==> src/rtl/axi_skid_buffer.sv <==
`timescale 1ns/1ps

module axi_skid_buffer #(
  parameter type payload_t = logic
) (
  input  logic     clk,
  input  logic     rst_n,
  input  logic     i_valid,
  input  payload_t i_data,
  output logic     o_ready,
  output logic     o_valid,
  output payload_t o_data,
  input  logic     i_ready
);

  logic     main_valid;
  logic     skid_valid;
  payload_t main_data;
  payload_t skid_data;
  logic     in_fire;
  logic     main_load;
  logic     skid_load;

  // Upstream ready comes straight from a flop
  assign o_ready = !skid_valid;
  assign o_valid = main_valid;
  assign o_data = main_data;

  assign in_fire = i_valid && o_ready;

  // Main slot refills whenever it is empty or being drained
  assign main_load = !main_valid || i_ready;
  assign skid_load = !main_load && in_fire;

  always_ff @(posedge clk) begin
    if (!rst_n) begin
      main_valid <= 1'b0;
      skid_valid <= 1'b0;
    end else if (main_load) begin
      main_valid <= skid_valid || in_fire;
      skid_valid <= 1'b0;
    end else if (skid_load) begin
      skid_valid <= 1'b1;
    end
  end

  // Skid entry is older, so it goes first
  always_ff @(posedge clk) begin
    if (main_load) begin
      main_data <= skid_valid ? skid_data : i_data;
    end
    if (skid_load) begin
      skid_data <= i_data;
    end
  end

  hold_on_stall: assert property (@(posedge clk) disable iff (!rst_n)
    o_valid && !i_ready |=> o_valid && $stable(o_data));

endmodule

==> config.mk <==
export PLATFORM = sky130hd
export DESIGN_NAME = axi_skid_buffer
export DESIGN_NICKNAME = d
export VERILOG_FILES = /design/src/rtl/axi_skid_buffer.sv
export SDC_FILE = /design/constraint.sdc
export NUM_CORES = 1
export LEC_CHECK = 0
export BUFFER_PORTS_ARGS = -buffer_cell sky130_fd_sc_hd__buf_2
export CAP_MARGIN = 20
export CORE_AREA = 2 2 39 41
export DETAILED_ROUTE_END_ITERATION = 7
export DIE_AREA = 0 0 41 43
export RECOVER_POWER = 100
export SKIP_LAST_GASP = 1
export SLEW_MARGIN = 15
export SYNTH_ARGS = -nofsm -noshare
export SYNTH_HDL_FRONTEND = slang
export SYNTH_SLANG_ARGS = --single-unit
==> constraint.sdc <==
create_clock -name clk -period 1.77 [get_ports clk]
set_input_delay 0.354 -clock clk [delete_from_list [all_inputs] [get_ports clk]]
set_output_delay 0.354 -clock clk [all_outputs]
set_load 0.005 [all_outputs]
Word level (Yosys, flattened, before mapping)
Index checks and enable logic that the tools add are counted.
W data, S select, Z words.
{ "op_classes": {"reduce_logical": 8, "bitwise_logic": 1, "muxes": 1} }
{ "op_table": {"columns": ["op", "count"], "rows": [
  ["$logic_not A1 Y1", 3],
  ["$logic_and A1 B1 Y1", 2],
  ["$logic_or A1 B1 Y1", 2],
  ["$reduce_or A2 Y1", 1],
  ["$mux W1", 1],
  ["$not A1 Y1", 1]
]} }
{ "totals": {"word_cells": 14, "input_bits": 5, "output_inout_bits": 3, "reg_bits": 4} }

Depth between registers and ports, before layout
Gate-level depths: netlist of run 1.
{ "depth": {"word_depth": 4, "mapped_depth": 2, "mapped_depth_nobuf": 2} }

Least setup slack after synthesis of run 1
No wires, ideal clock.
{ "synth_path": {"path_kind": "input port to flip-flop", "start": "in i_ready", "end": "reg skid_data, enable pin", "t_arrival_ns": 0.660, "path_buffers": 0, "stages": 2, "slack_ns": 0.805, "required_time_ns": 1.465, "path_cell_list": "nand2b_4 -> nor3b_2"} }
{ "synth_via": {"elab_chain_len": 3} }
{ "synth_lines": {"columns": ["item", "line", "rtl"], "rows": [
  ["start: declaration", "13", "input logic i_ready"],
  ["$logic_or A1 B1 Y1", "32", "assign main_load = !main_valid || i_ready;"],
  ["$logic_not A1 Y1", "33", "assign skid_load = !main_load && in_fire;"],
  ["$logic_and A1 B1 Y1", "33", null],
  ["via skid_load", "22", "logic skid_load;"],
  ["end signal: assignment", "53", "skid_data <= i_data;"],
  ["end: declaration", "19", "payload_t skid_data;"]
]} }
The timed path passes the listed nets, and every way through them passes these cells.
A chain may end at the register's enable or synchronous reset.

Final worst setup path of run 1
{ "layout_path": {"start": "reg skid_valid", "end": "out o_ready"} }
{ "layout_via": {"elab_chain_len": 1} }
{ "layout_lines": {"columns": ["item", "line", "rtl"], "rows": [
  ["start: declaration", "17", "logic skid_valid;"],
  ["start signal: assignment", "38", "skid_valid <= 1'b0;"],
  ["start signal: assignment", "41", "skid_valid <= 1'b0;"],
  ["start signal: assignment", "43", "skid_valid <= 1'b1;"],
  ["$logic_not A1 Y1", "25", "assign o_ready = !skid_valid;"],
  ["end: declaration", "10", "output logic o_ready,"]
]} }
No other way between the ends.

==> results of run 1 <==
-- cell usage after synthesis --
cell type / count
nand2b_4: 1
a21boi_1: 1
dfxtp_1: 2
edfxtp_1: 2
inv_1: 1
nor3b_2: 2
mux2_1: 1
nor2_1: 1
-- cell families after synthesis --
kind of cell | after synthesis | synth area share, %
muxes | 1 | 6.82
buffers and inverters | 1 | 2.27
AOI/OAI and AO/OA | 1 | 4.55
DFF | 4 | 60.6
and+or+nand+nor | 4 | 25.8
-- per-layer routing --
| layer | share of wire, % | global-route usage, % |
|---|---|---|
| met1 | 51 | 6.47 |
| met5 | 0 | 0 |
| met2 | 24 | 3.75 |
| met4 | 0 | 2.00 |
| met3 | 24 | 7.33 |
-- through the flow --
step | utilization, % | total power, mW
2_1_floorplan | - | 0.115
3_3_place_gp | 15.9 | 0.125
3_5_place_dp | 15.9 | 0.125
4_1_cts | 17.8 | 0.257
5_1_grt | 16.4 | 0.261
6_report | 16.4 | 0.245
-- final cells by class --
type	count	area share (%)
timing repair buffer	7	14.4
clock buffer	4	11.6
tap	16	8.84
sequential	4	44.2
multi-input combinational	6	19.3
inverter	1	1.66
-- path summary, 6_finish.rpt --
path	slack (ns)	depth (start not counted)	to	from
hold / removal	0.30	1	skid_data$_DFFE_PP_	i_data
hold reg to reg	0.53	1	o_data$_DFFE_PP_	skid_data$_DFFE_PP_
setup reg to reg	0.77	2	skid_data$_DFFE_PP_	o_valid$_SDFFE_PN0P_
setup / recovery	0.65	2	o_ready	skid_valid$_SDFFE_PP0P_
-- sequential cells by signal (all words and copies together), names as in the netlist --
name        count
o_data          1
skid_data       1
skid_valid      1
o_valid         1
-- critical path: cells and delay by family, from the launching register on --
kind	cells	cell delay (ns)
buf+inv	2	0.17
flops	1	0.37
-- power groups by stage --
stage	Clock, mW	Combinational (mW)	Sequential, mW
floorplan	0	0.00838	0.107
global placement	0	0.0180	0.107
detailed placement	0	0.0179	0.107
CTS	0.133	0.0180	0.105
global route	0.140	0.0164	0.105
finish	0.126	0.0141	0.105
==> impl_results.md, run 1 <==
* Footprint of the multi-input gates at about 44 um2
* Sequential fraction of design power at between 40 and 50%
* MaxCap Viol Count at 0
* Sequential fraction of the synthesis area at just over 60%
* Max_slew headroom at between 80% and 90%
* Level count of the clock H-tree at 1
* Leakage at 0.0847 nW
* # clock sinks at 4
* First-pass GRT wire length at between 500 and 600 um
* Layout filler cell count at roughly 160
* Sw Share at about a fifth
* Die Span X at between 40 and 50 um
* Final hold vios at 0
* Placeable Area at between 1000 and 1500 um2
* Power Dens Cells at roughly 1100 nW/um2
* Clk slew on worst S/H paths at 0.04 ns
* Area share of the largest cell type after synthesis at a little over a third
* Crit start category: flip-flop
* Placement Cell Area at between 200 and 250 um2
* Synth warn at 0
* Clock Path Buffers at 2
* Vias in the first global route at approximately 120
* Setup tns final at 0 ns
* Row count at 14
* CTS root buf: clkbuf_4
* Worst slack at placement at 0.685 ns
* Clk network pwr share at 51.5%
* Mapped Cells at 11
* Max Clk Rate at between 0.8 and 0.9 GHz
* Share of layout cells above drive strength 1 at a little over a third
* # hold bufs at CTS at 0
* Max stage delay on crit path at approximately 0.37 ns
* CTS Buf Count at 3
* Avg WL per Cell at approximately 8.0 um
* Req. time, crit path at roughly 1.4 ns
* Quantity of I/O buffers inserted on ports at 7
* Resized Gates After CTS at 0
* Area grow syn2layout at 37.1%
* Worst-Skew Late Latency at 0.24 ns
* Placed insts at 34
* Final Instance Area at 226 um2
* Average size of a mapped cell at about 15 um2
* Die area at about 1800 um2
* Antenna-violating nets left at 0
* Synthesized net count at 16
* Worst hold margin at a little over 0.3 ns
* Arrival @ worst endpoint at a little under 0.8 ns
* GRT Total Usage at 4.93%
* Switching power at roughly 50 uW
* Cell area after synthesis at approximately 170 um2
* Unrepaired setup endpoints after global routing: no
* Nets at 28
* Die height at 43 um
* Largest net degree at the start of global routing at 5
* Initial antenna violation count at 0
* Vias per cell at 3.03
* Flops & latches, synth at 4
* Critical path capture point type: primary output
* Endpoints failing setup at 0
* Peak supply drop at approximately 0.00036 V
* Final WS setup at about 0.65 ns
* Post-route clock period utilization at about 63%
* Final max-slew violation count at 0
* Max stage delay cell, worst path: dfxtp_1
* Critical path, cell by cell: inv_1, buf_2
* Critical Path Fanout Max at 4
* Post-layout min period at 1.12 ns
* Layout Cells excl Fill at 38
* Top Ports at 8
* Remaining global-route overflow at 0
* Cell Int Power at 195 uW
* Initial Util at between 10% and 20%
* Unique masters post-synth at 8
* Worst-Margin Slew at between 0.15 and 0.2 ns
* Worst min path class: input pin to flip-flop
* Register Area at between 100 and 150 um2
* Drt pass-1 iters at 1
* Status: finished, final reports clean
* Area leader, netlist: edfxtp_1
* Area contributors post-synth: edfxtp_1 (36%), dfxtp_1 (24%), nor3b_2 (15%)
* Post-CTS Setup Bufs at 0
* # diodes at 0
* Crit path kind: flip-flop to primary output
* DRT iter0 DRCs at 0
* Total number of vias at ~120
* CTS tree: built
* Gpl congestion at roughly 0.6
* Comb pwr share at 5.8%
* Clk_skew at 0.00905 ns
* Most common cell after layout, fill and taps aside: buf_2
* DRT Wirelength at 304 um
* Commonest cells after routing, fill and taps aside: buf_2 (5), clkbuf_4 (3), clkbuf_1 (3)
* Residual DRC at 0
No activity file was read; power rests on OpenSTA's default activity.
==> run 2, diff against run 1 <==
clock period = 0.92 ns   (was 1.77 ns; I/O delays follow)
==> impl_results.md, run 2 (synthesized netlist as in run 1, its figures left out) <==
* Nets at 29 (+3.6%)
* Unrepaired setup endpoints after global routing: yes
* Core Util, Final at 18.0% (+1.6 points)
* Endpoints failing setup at 2 (+2)
* # diodes at 0 (unchanged)
* R2R setup slack at -0.01 ns (-0.78 ns)
* Cell Int Power at 362 uW (+85%)
* Switching power at 94.0 uW (+90%)
* Vias per cell at 3.13 (+3.5%)
* Max stage delay cell, worst path: dfxtp_4
* Leakage at 0.0998 nW (+18%)
* # clock sinks at 4 (unchanged)
* Critical path capture point type: flip-flop
* Worst r2r src: skid_valid$_SDFFE_PP0P_
* Quantity of I/O buffers inserted on ports at 7 (unchanged)
* Share of layout cells above drive strength 1 at 63.6% (+27 points)
* Comb pwr share at 7.5% (+1.7 points)
* Worst hold margin at 0.148 ns (-0.155 ns)
* Antenna-violating nets left at 0 (unchanged)
* Level count of the clock H-tree at 1 (unchanged)
* Critical path, cell by cell: mux2_1
* Remaining global-route overflow at 0 (unchanged)
* Placeable Area at 1380 um2 (unchanged)
* Gpl congestion at 0.616 (-0.11%)
* Worst hold path stage count at 1 (unchanged)
* End point of the worst hold path: skid_data$_DFFE_PP_
* Initial antenna violation count at 0 (unchanged)
* Worst-Skew Late Latency at 0.24 ns (about the same)
* Final hold vios at 0 (unchanged)
* Worst slack at placement at -0.00917 ns (-0.694 ns)
* Worst min path class: input pin to flip-flop
* Post-layout min period at about 0.93 ns
* Final Instance Area at 249 um2 (+9.9%)
* Die Span X at 41 um (unchanged)
* Final max-slew violation count at 0 (unchanged)
* Worst-Margin Slew at 0.147 ns (-0.0420 ns)
* Placed insts at 36 (+5.9%)
* Detailed Place HPWL at between 200 and 250 um
* Placement Cell Area at 236 um2 (+7.4%)
* Clk_skew at 0.00528 ns (-0.00377 ns)
* Crit path kind: flip-flop to flip-flop
* Status: finished, violations left
* Worst R2R End: o_data$_DFFE_PP_
* Critical Path Fanout Max at 4 (unchanged)
* Total power draw at 456 uW (+86%)
* Top Ports at 8 (unchanged)
* Max Clk Rate at roughly 1.1 GHz
* Die area at 1760 um2 (unchanged)
* Post-route clock period utilization at 101%
* CP bufs+invs at 0 (-2)
* DRT iter0 DRCs at 0 (unchanged)
* Area grow syn2layout at 50.8%
* GRT Total Usage at 5.53% (+0.60 points)
* Worst R2R Path Depth at 1 (-1)
* CTS tree: built
* Sequential fraction of design power at 44.0% (+1.2 points)
* Die height at 43 um (unchanged)
* Sw Share at 20.6% (+0.39 points)
* Arrival @ worst endpoint at 0.91 ns (+0.14 ns)
* Power Dens Cells at 1830 nW/um2 (+69%)
* Failing checks: negative setup slack
* Final WS setup at -0.0110 ns (-0.658 ns)
* Residual DRC at 0 (unchanged)
* CTS Buf Count at 3 (unchanged)
* Initial Util at 11.9% (unchanged)
* Avg WL per Cell at 8.71 um (+8.9%)
* Cell family with most CP delay: flip-flops
* Most common cell after layout, fill and taps aside: buf_2
* Clk slew on worst S/H paths at 0.04 ns (about the same)
* First-pass GRT wire length at 545 um (+8.3%)
* Largest net degree at the start of global routing at 5 (unchanged)
* Max_slew headroom at 90.2% (+2.8 points)
* MaxCap Viol Count at 0 (unchanged)
* Peak supply drop at 0.000307 V (-15%)
* Clk network pwr share at 48.6% (-2.9 points)
* Drt pass-1 iters at 1 (unchanged)
* Clock Path Buffers at 2 (unchanged)
* Setup tns final at -0.0213 ns (-0.0213 ns)
* DRT Wirelength at 331 um (+8.9%)
* CTS root buf: clkbuf_4
* Max stage delay on crit path at 0.36 ns (about the same)
* Row count at 14 (unchanged)
* Req. time, crit path at 0.90 ns (-0.52 ns)
* Layout Cells excl Fill at 38 (unchanged)
* Commonest cells after routing, fill and taps aside: buf_2 (6), clkbuf_4 (3), edfxtp_1 (2), dfxtp_4 (2)
* Vias in the first global route at 139 (+18%)
* Hold path start: i_data
* Total number of vias at 119 (+3.5%)
* Crit start category: flip-flop
* Post-CTS Setup Bufs at 0 (unchanged)
==> run 2: cell count changes in the layout (fill, tap and decap cells not counted) <==
cell / previous run / this run
dfxtp_4: 0 / 2
dfxtp_1: 2 / 0
clkbuf_1: 3 / 1
clkbuf_2: 0 / 1
nor3b_1: 2 / 1
a21boi_0: 1 / 0
nor3b_2: 0 / 1
buf_2: 5 / 6
nand2b_4: 0 / 1
a21boi_1: 0 / 1
nand2b_1: 1 / 0
==> run 2: how the worst max path moves through the flow <==
stage	startpoint	endpoint	slack (ns)	cells past startpoint
finish	skid_valid$_SDFFE_PP0P_	o_data$_DFFE_PP_	-0.01	1
global route	skid_valid$_SDFFE_PP0P_	o_data$_DFFE_PP_	-0.04	1
CTS	skid_valid$_SDFFE_PP0P_	o_ready	-0.03	2
detailed placement	skid_valid$_SDFFE_PP0P_	o_data$_DFFE_PP_	-0.009	1
global placement	skid_valid$_SDFFE_PP0P_	o_data$_DFFE_PP_	0.01	1
floorplan	o_valid$_SDFFE_PN0P_	skid_data$_DFFE_PP_	0.005	2
==> run 2: layout make-up <==
cell class | count | area [um2]
Clock buffer | 3 | 22.5
Inverter | 1 | 3.75
Timing Repair Buffer | 8 | 38.8
Multi-Input combinational cell | 6 | 56.3
Fill cell | 152 | 1130
Tap cell | 16 | 20.0
Sequential cell | 4 | 108
==> run 2: power by group through the flow <==
stage                     Sequential, mW  Clock, mW  Combinational (mW)
after floorplan                    0.206          0              0.0161
after detailed placement           0.206          0              0.0412
after global placement             0.205          0              0.0430
final                              0.200      0.221              0.0341
after global routing               0.201      0.238              0.0391
after CTS                          0.205      0.235              0.0407
==> run 2: per-layer routing <==
layer	routed length [um]	global-route usage, %
met5	0	0
met4	5	10.0
met3	43	3.66
met2	115	4.06
met1	167	6.47
==> run 2: what timing repair did <==
item,in CTS,in global routing
pin swaps,0,1
resized for setup,2,2
hold buffers,0,0
endpoints found under the setup margin,4,4
==> run 3, diff against run 2 <==
--- a/config.mk
+++ b/config.mk
@@ -13,2 +13,3 @@
 export RECOVER_POWER = 100
+export SETUP_SLACK_MARGIN = 0.1
 export SKIP_LAST_GASP = 1
==> constraint.sdc (replaced) <==
create_clock -name clk -period 0.92 [get_ports clk]
set_input_delay 0.046 -clock clk [delete_from_list [all_inputs] [get_ports clk]]
set_output_delay 0.046 -clock clk [all_outputs]
set_load 0.005 [all_outputs]
==> impl_results.md, run 3 (synthesized netlist as in run 1, its figures left out) <==
* Crit start category: flip-flop
* Critical Path Fanout Max at 4 (unchanged)
* Power Dens Cells at 1810 nW/um2 (-1.4%)
* Unrepaired setup endpoints after global routing: yes
* Worst slack at placement at 0.00968 ns (+0.0189 ns)
* Quantity of I/O buffers inserted on ports at 7 (unchanged)
* DRT iter0 DRCs at 13 (+13)
* # clock sinks at 4 (unchanged)
* Largest net degree at the start of global routing at 5 (unchanged)
* Worst min path class: input pin to flip-flop
* Clk slew on worst S/H paths at 0.04 ns (about the same)
* Cell family with most CP delay: flip-flops
* Max stage delay on crit path at 0.36 ns (about the same)
* Die height at 43 um (unchanged)
* Detailed Place HPWL at 248 um (-0.16%)
* Max_slew headroom at 89.6% (-0.64 points)
* CTS root buf: clkbuf_4
* Placeable Area at 1380 um2 (unchanged)
* Die area at 1760 um2 (unchanged)
* Placed insts at 35 (-2.8%)
* Critical path capture point type: flip-flop
* Worst-Margin Slew at 0.156 ns (+0.00932 ns)
* Commonest cells after routing, fill and taps aside: buf_2 (5), clkbuf_1 (4), clkbuf_4 (3), nor3b_2 (2), edfxtp_1 (2)
* Initial antenna violation count at 0 (unchanged)
* Post-layout min period at 0.889 ns (-0.0418 ns)
* Gpl congestion at 0.645 (+4.7%)
* Remaining global-route overflow at 0 (unchanged)
* Crit path kind: flip-flop to flip-flop
* First-pass GRT wire length at 545 um (unchanged)
* Top Metal Used: met3
* Total number of vias at 130 (+9.2%)
* Met2 WL at 83 um (-28%)
* Final max-slew violation count at 0 (unchanged)
* Final hold vios at 0 (unchanged)
* Peak supply drop at 0.000889 V (+190%)
* CTS Buf Count at 3 (unchanged)
* Drt pass-1 iters at 4 (+3)
* Final Instance Area at 267 um2 (+7.0%)
* Max Clk Rate at 1.12 GHz (+4.7%)
* Post-route clock period utilization at 96.7% (-4.5 points)
* Area grow syn2layout at 61.4%
* Final WS setup at 0.0308 ns (+0.0418 ns)
* Residual DRC at 0 (unchanged)
* Die Span X at 41 um (unchanged)
* Clk_skew at 0.0112 ns (+0.00592 ns)
* Vias per cell at 3.25 (+3.8%)
* Row count at 14 (unchanged)
* Critical path, cell by cell: mux2_4
* Status: finished, final reports clean
* Worst hold margin at 0.0729 ns (-0.0746 ns)
* WL met1 at 188 um (+13%)
* Level count of the clock H-tree at 1 (unchanged)
* Layout Cells excl Fill at 40 (+5.3%)
* Avg WL per Cell at 8.05 um (-7.6%)
* Post-CTS Setup Bufs at 0 (unchanged)
* Wire length on met3 at 50 um (+16%)
* Setup tns final at 0 ns (+0.0213 ns)
* Leakage at 0.103 nW (+2.9%)
* Worst-Skew Late Latency at 0.24 ns (about the same)
* Arrival @ worst endpoint at 0.88 ns (-0.03 ns)
* Max stage delay cell, worst path: dfxtp_4
* CTS tree: built
* Nets at 30 (+3.4%)
* Placement Cell Area at 234 um2 (-1.1%)
* Antenna-violating nets left at 0 (unchanged)
* Req. time, crit path at 0.91 ns (about the same)
* Initial Util at 11.9% (unchanged)
* MaxCap Viol Count at 0 (unchanged)
* Most common cell after layout, fill and taps aside: buf_2
* Clock Path Buffers at 2 (unchanged)
* GRT Total Usage at 5.83% (+0.30 points)
* Endpoints failing setup at 0 (-2)
* # diodes at 0 (unchanged)
* Vias in the first global route at 119 (-14%)
* Layout filler cell count at 151 (-0.66%)
* Top Ports at 8 (unchanged)
* Share of layout cells above drive strength 1 at 58.3% (-5.3 points)
* DRT Wirelength at 322 um (-2.7%)
* CP bufs+invs at 0 (unchanged)
-- run 3: worst paths after layout --
check                          start  slack, ns                       to  cells past startpoint
min reg2reg  skid_valid$_SDFFE_PP0P_       0.56      skid_data$_DFFE_PP_                      1
max          skid_valid$_SDFFE_PP0P_       0.03         o_data$_DFFE_PP_                      1
max reg2reg  skid_valid$_SDFFE_PP0P_       0.03         o_data$_DFFE_PP_                      1
min                            rst_n       0.07  skid_valid$_SDFFE_PP0P_                      2
-- run 3: report_power, final --
group          leakage [nW]  total (mW)  internal [mW]  switching (mW)
Clock                0.0150       0.240          0.163          0.0768
Sequential           0.0369       0.201          0.196         0.00564
Combinational        0.0508      0.0400         0.0248          0.0152
-- run 3: cell type report --
cell class / count / area, um2 / area share (%)
Multi-Input combinational cell: 6 / 65.1 / 24.4
Timing Repair Buffer: 9 / 46.3 / 17.4
Tap cell: 16 / 20.0 / 7.51
Inverter: 1 / 3.75 / 1.41
Sequential cell: 4 / 105 / 39.4
Clock buffer: 4 / 26.3 / 9.86
-- run 3: what timing repair did --
action / 4_1_cts / 5_1_grt
hold endpoints to repair: 1 / 0
resized for setup: 1 / 0
hold buffers: 1 / 0
setup endpoints to repair: 2 / 4
-- run 3: metal layers --
layer,up-vias,GRT usage [%]
li1,63,-
met4,0,4.00
met5,-,0
met2,10,4.06
met3,0,9.42
met1,57,6.77
-- run 3: per-stage QoR --
stage          utilization (%)  total power, mW
3_3_place_gp              16.9            0.247
4_1_cts                   19.7            0.501
2_1_floorplan                -            0.225
3_5_place_dp              16.9            0.247
6_report                  19.3            0.481
5_1_grt                   19.3            0.532
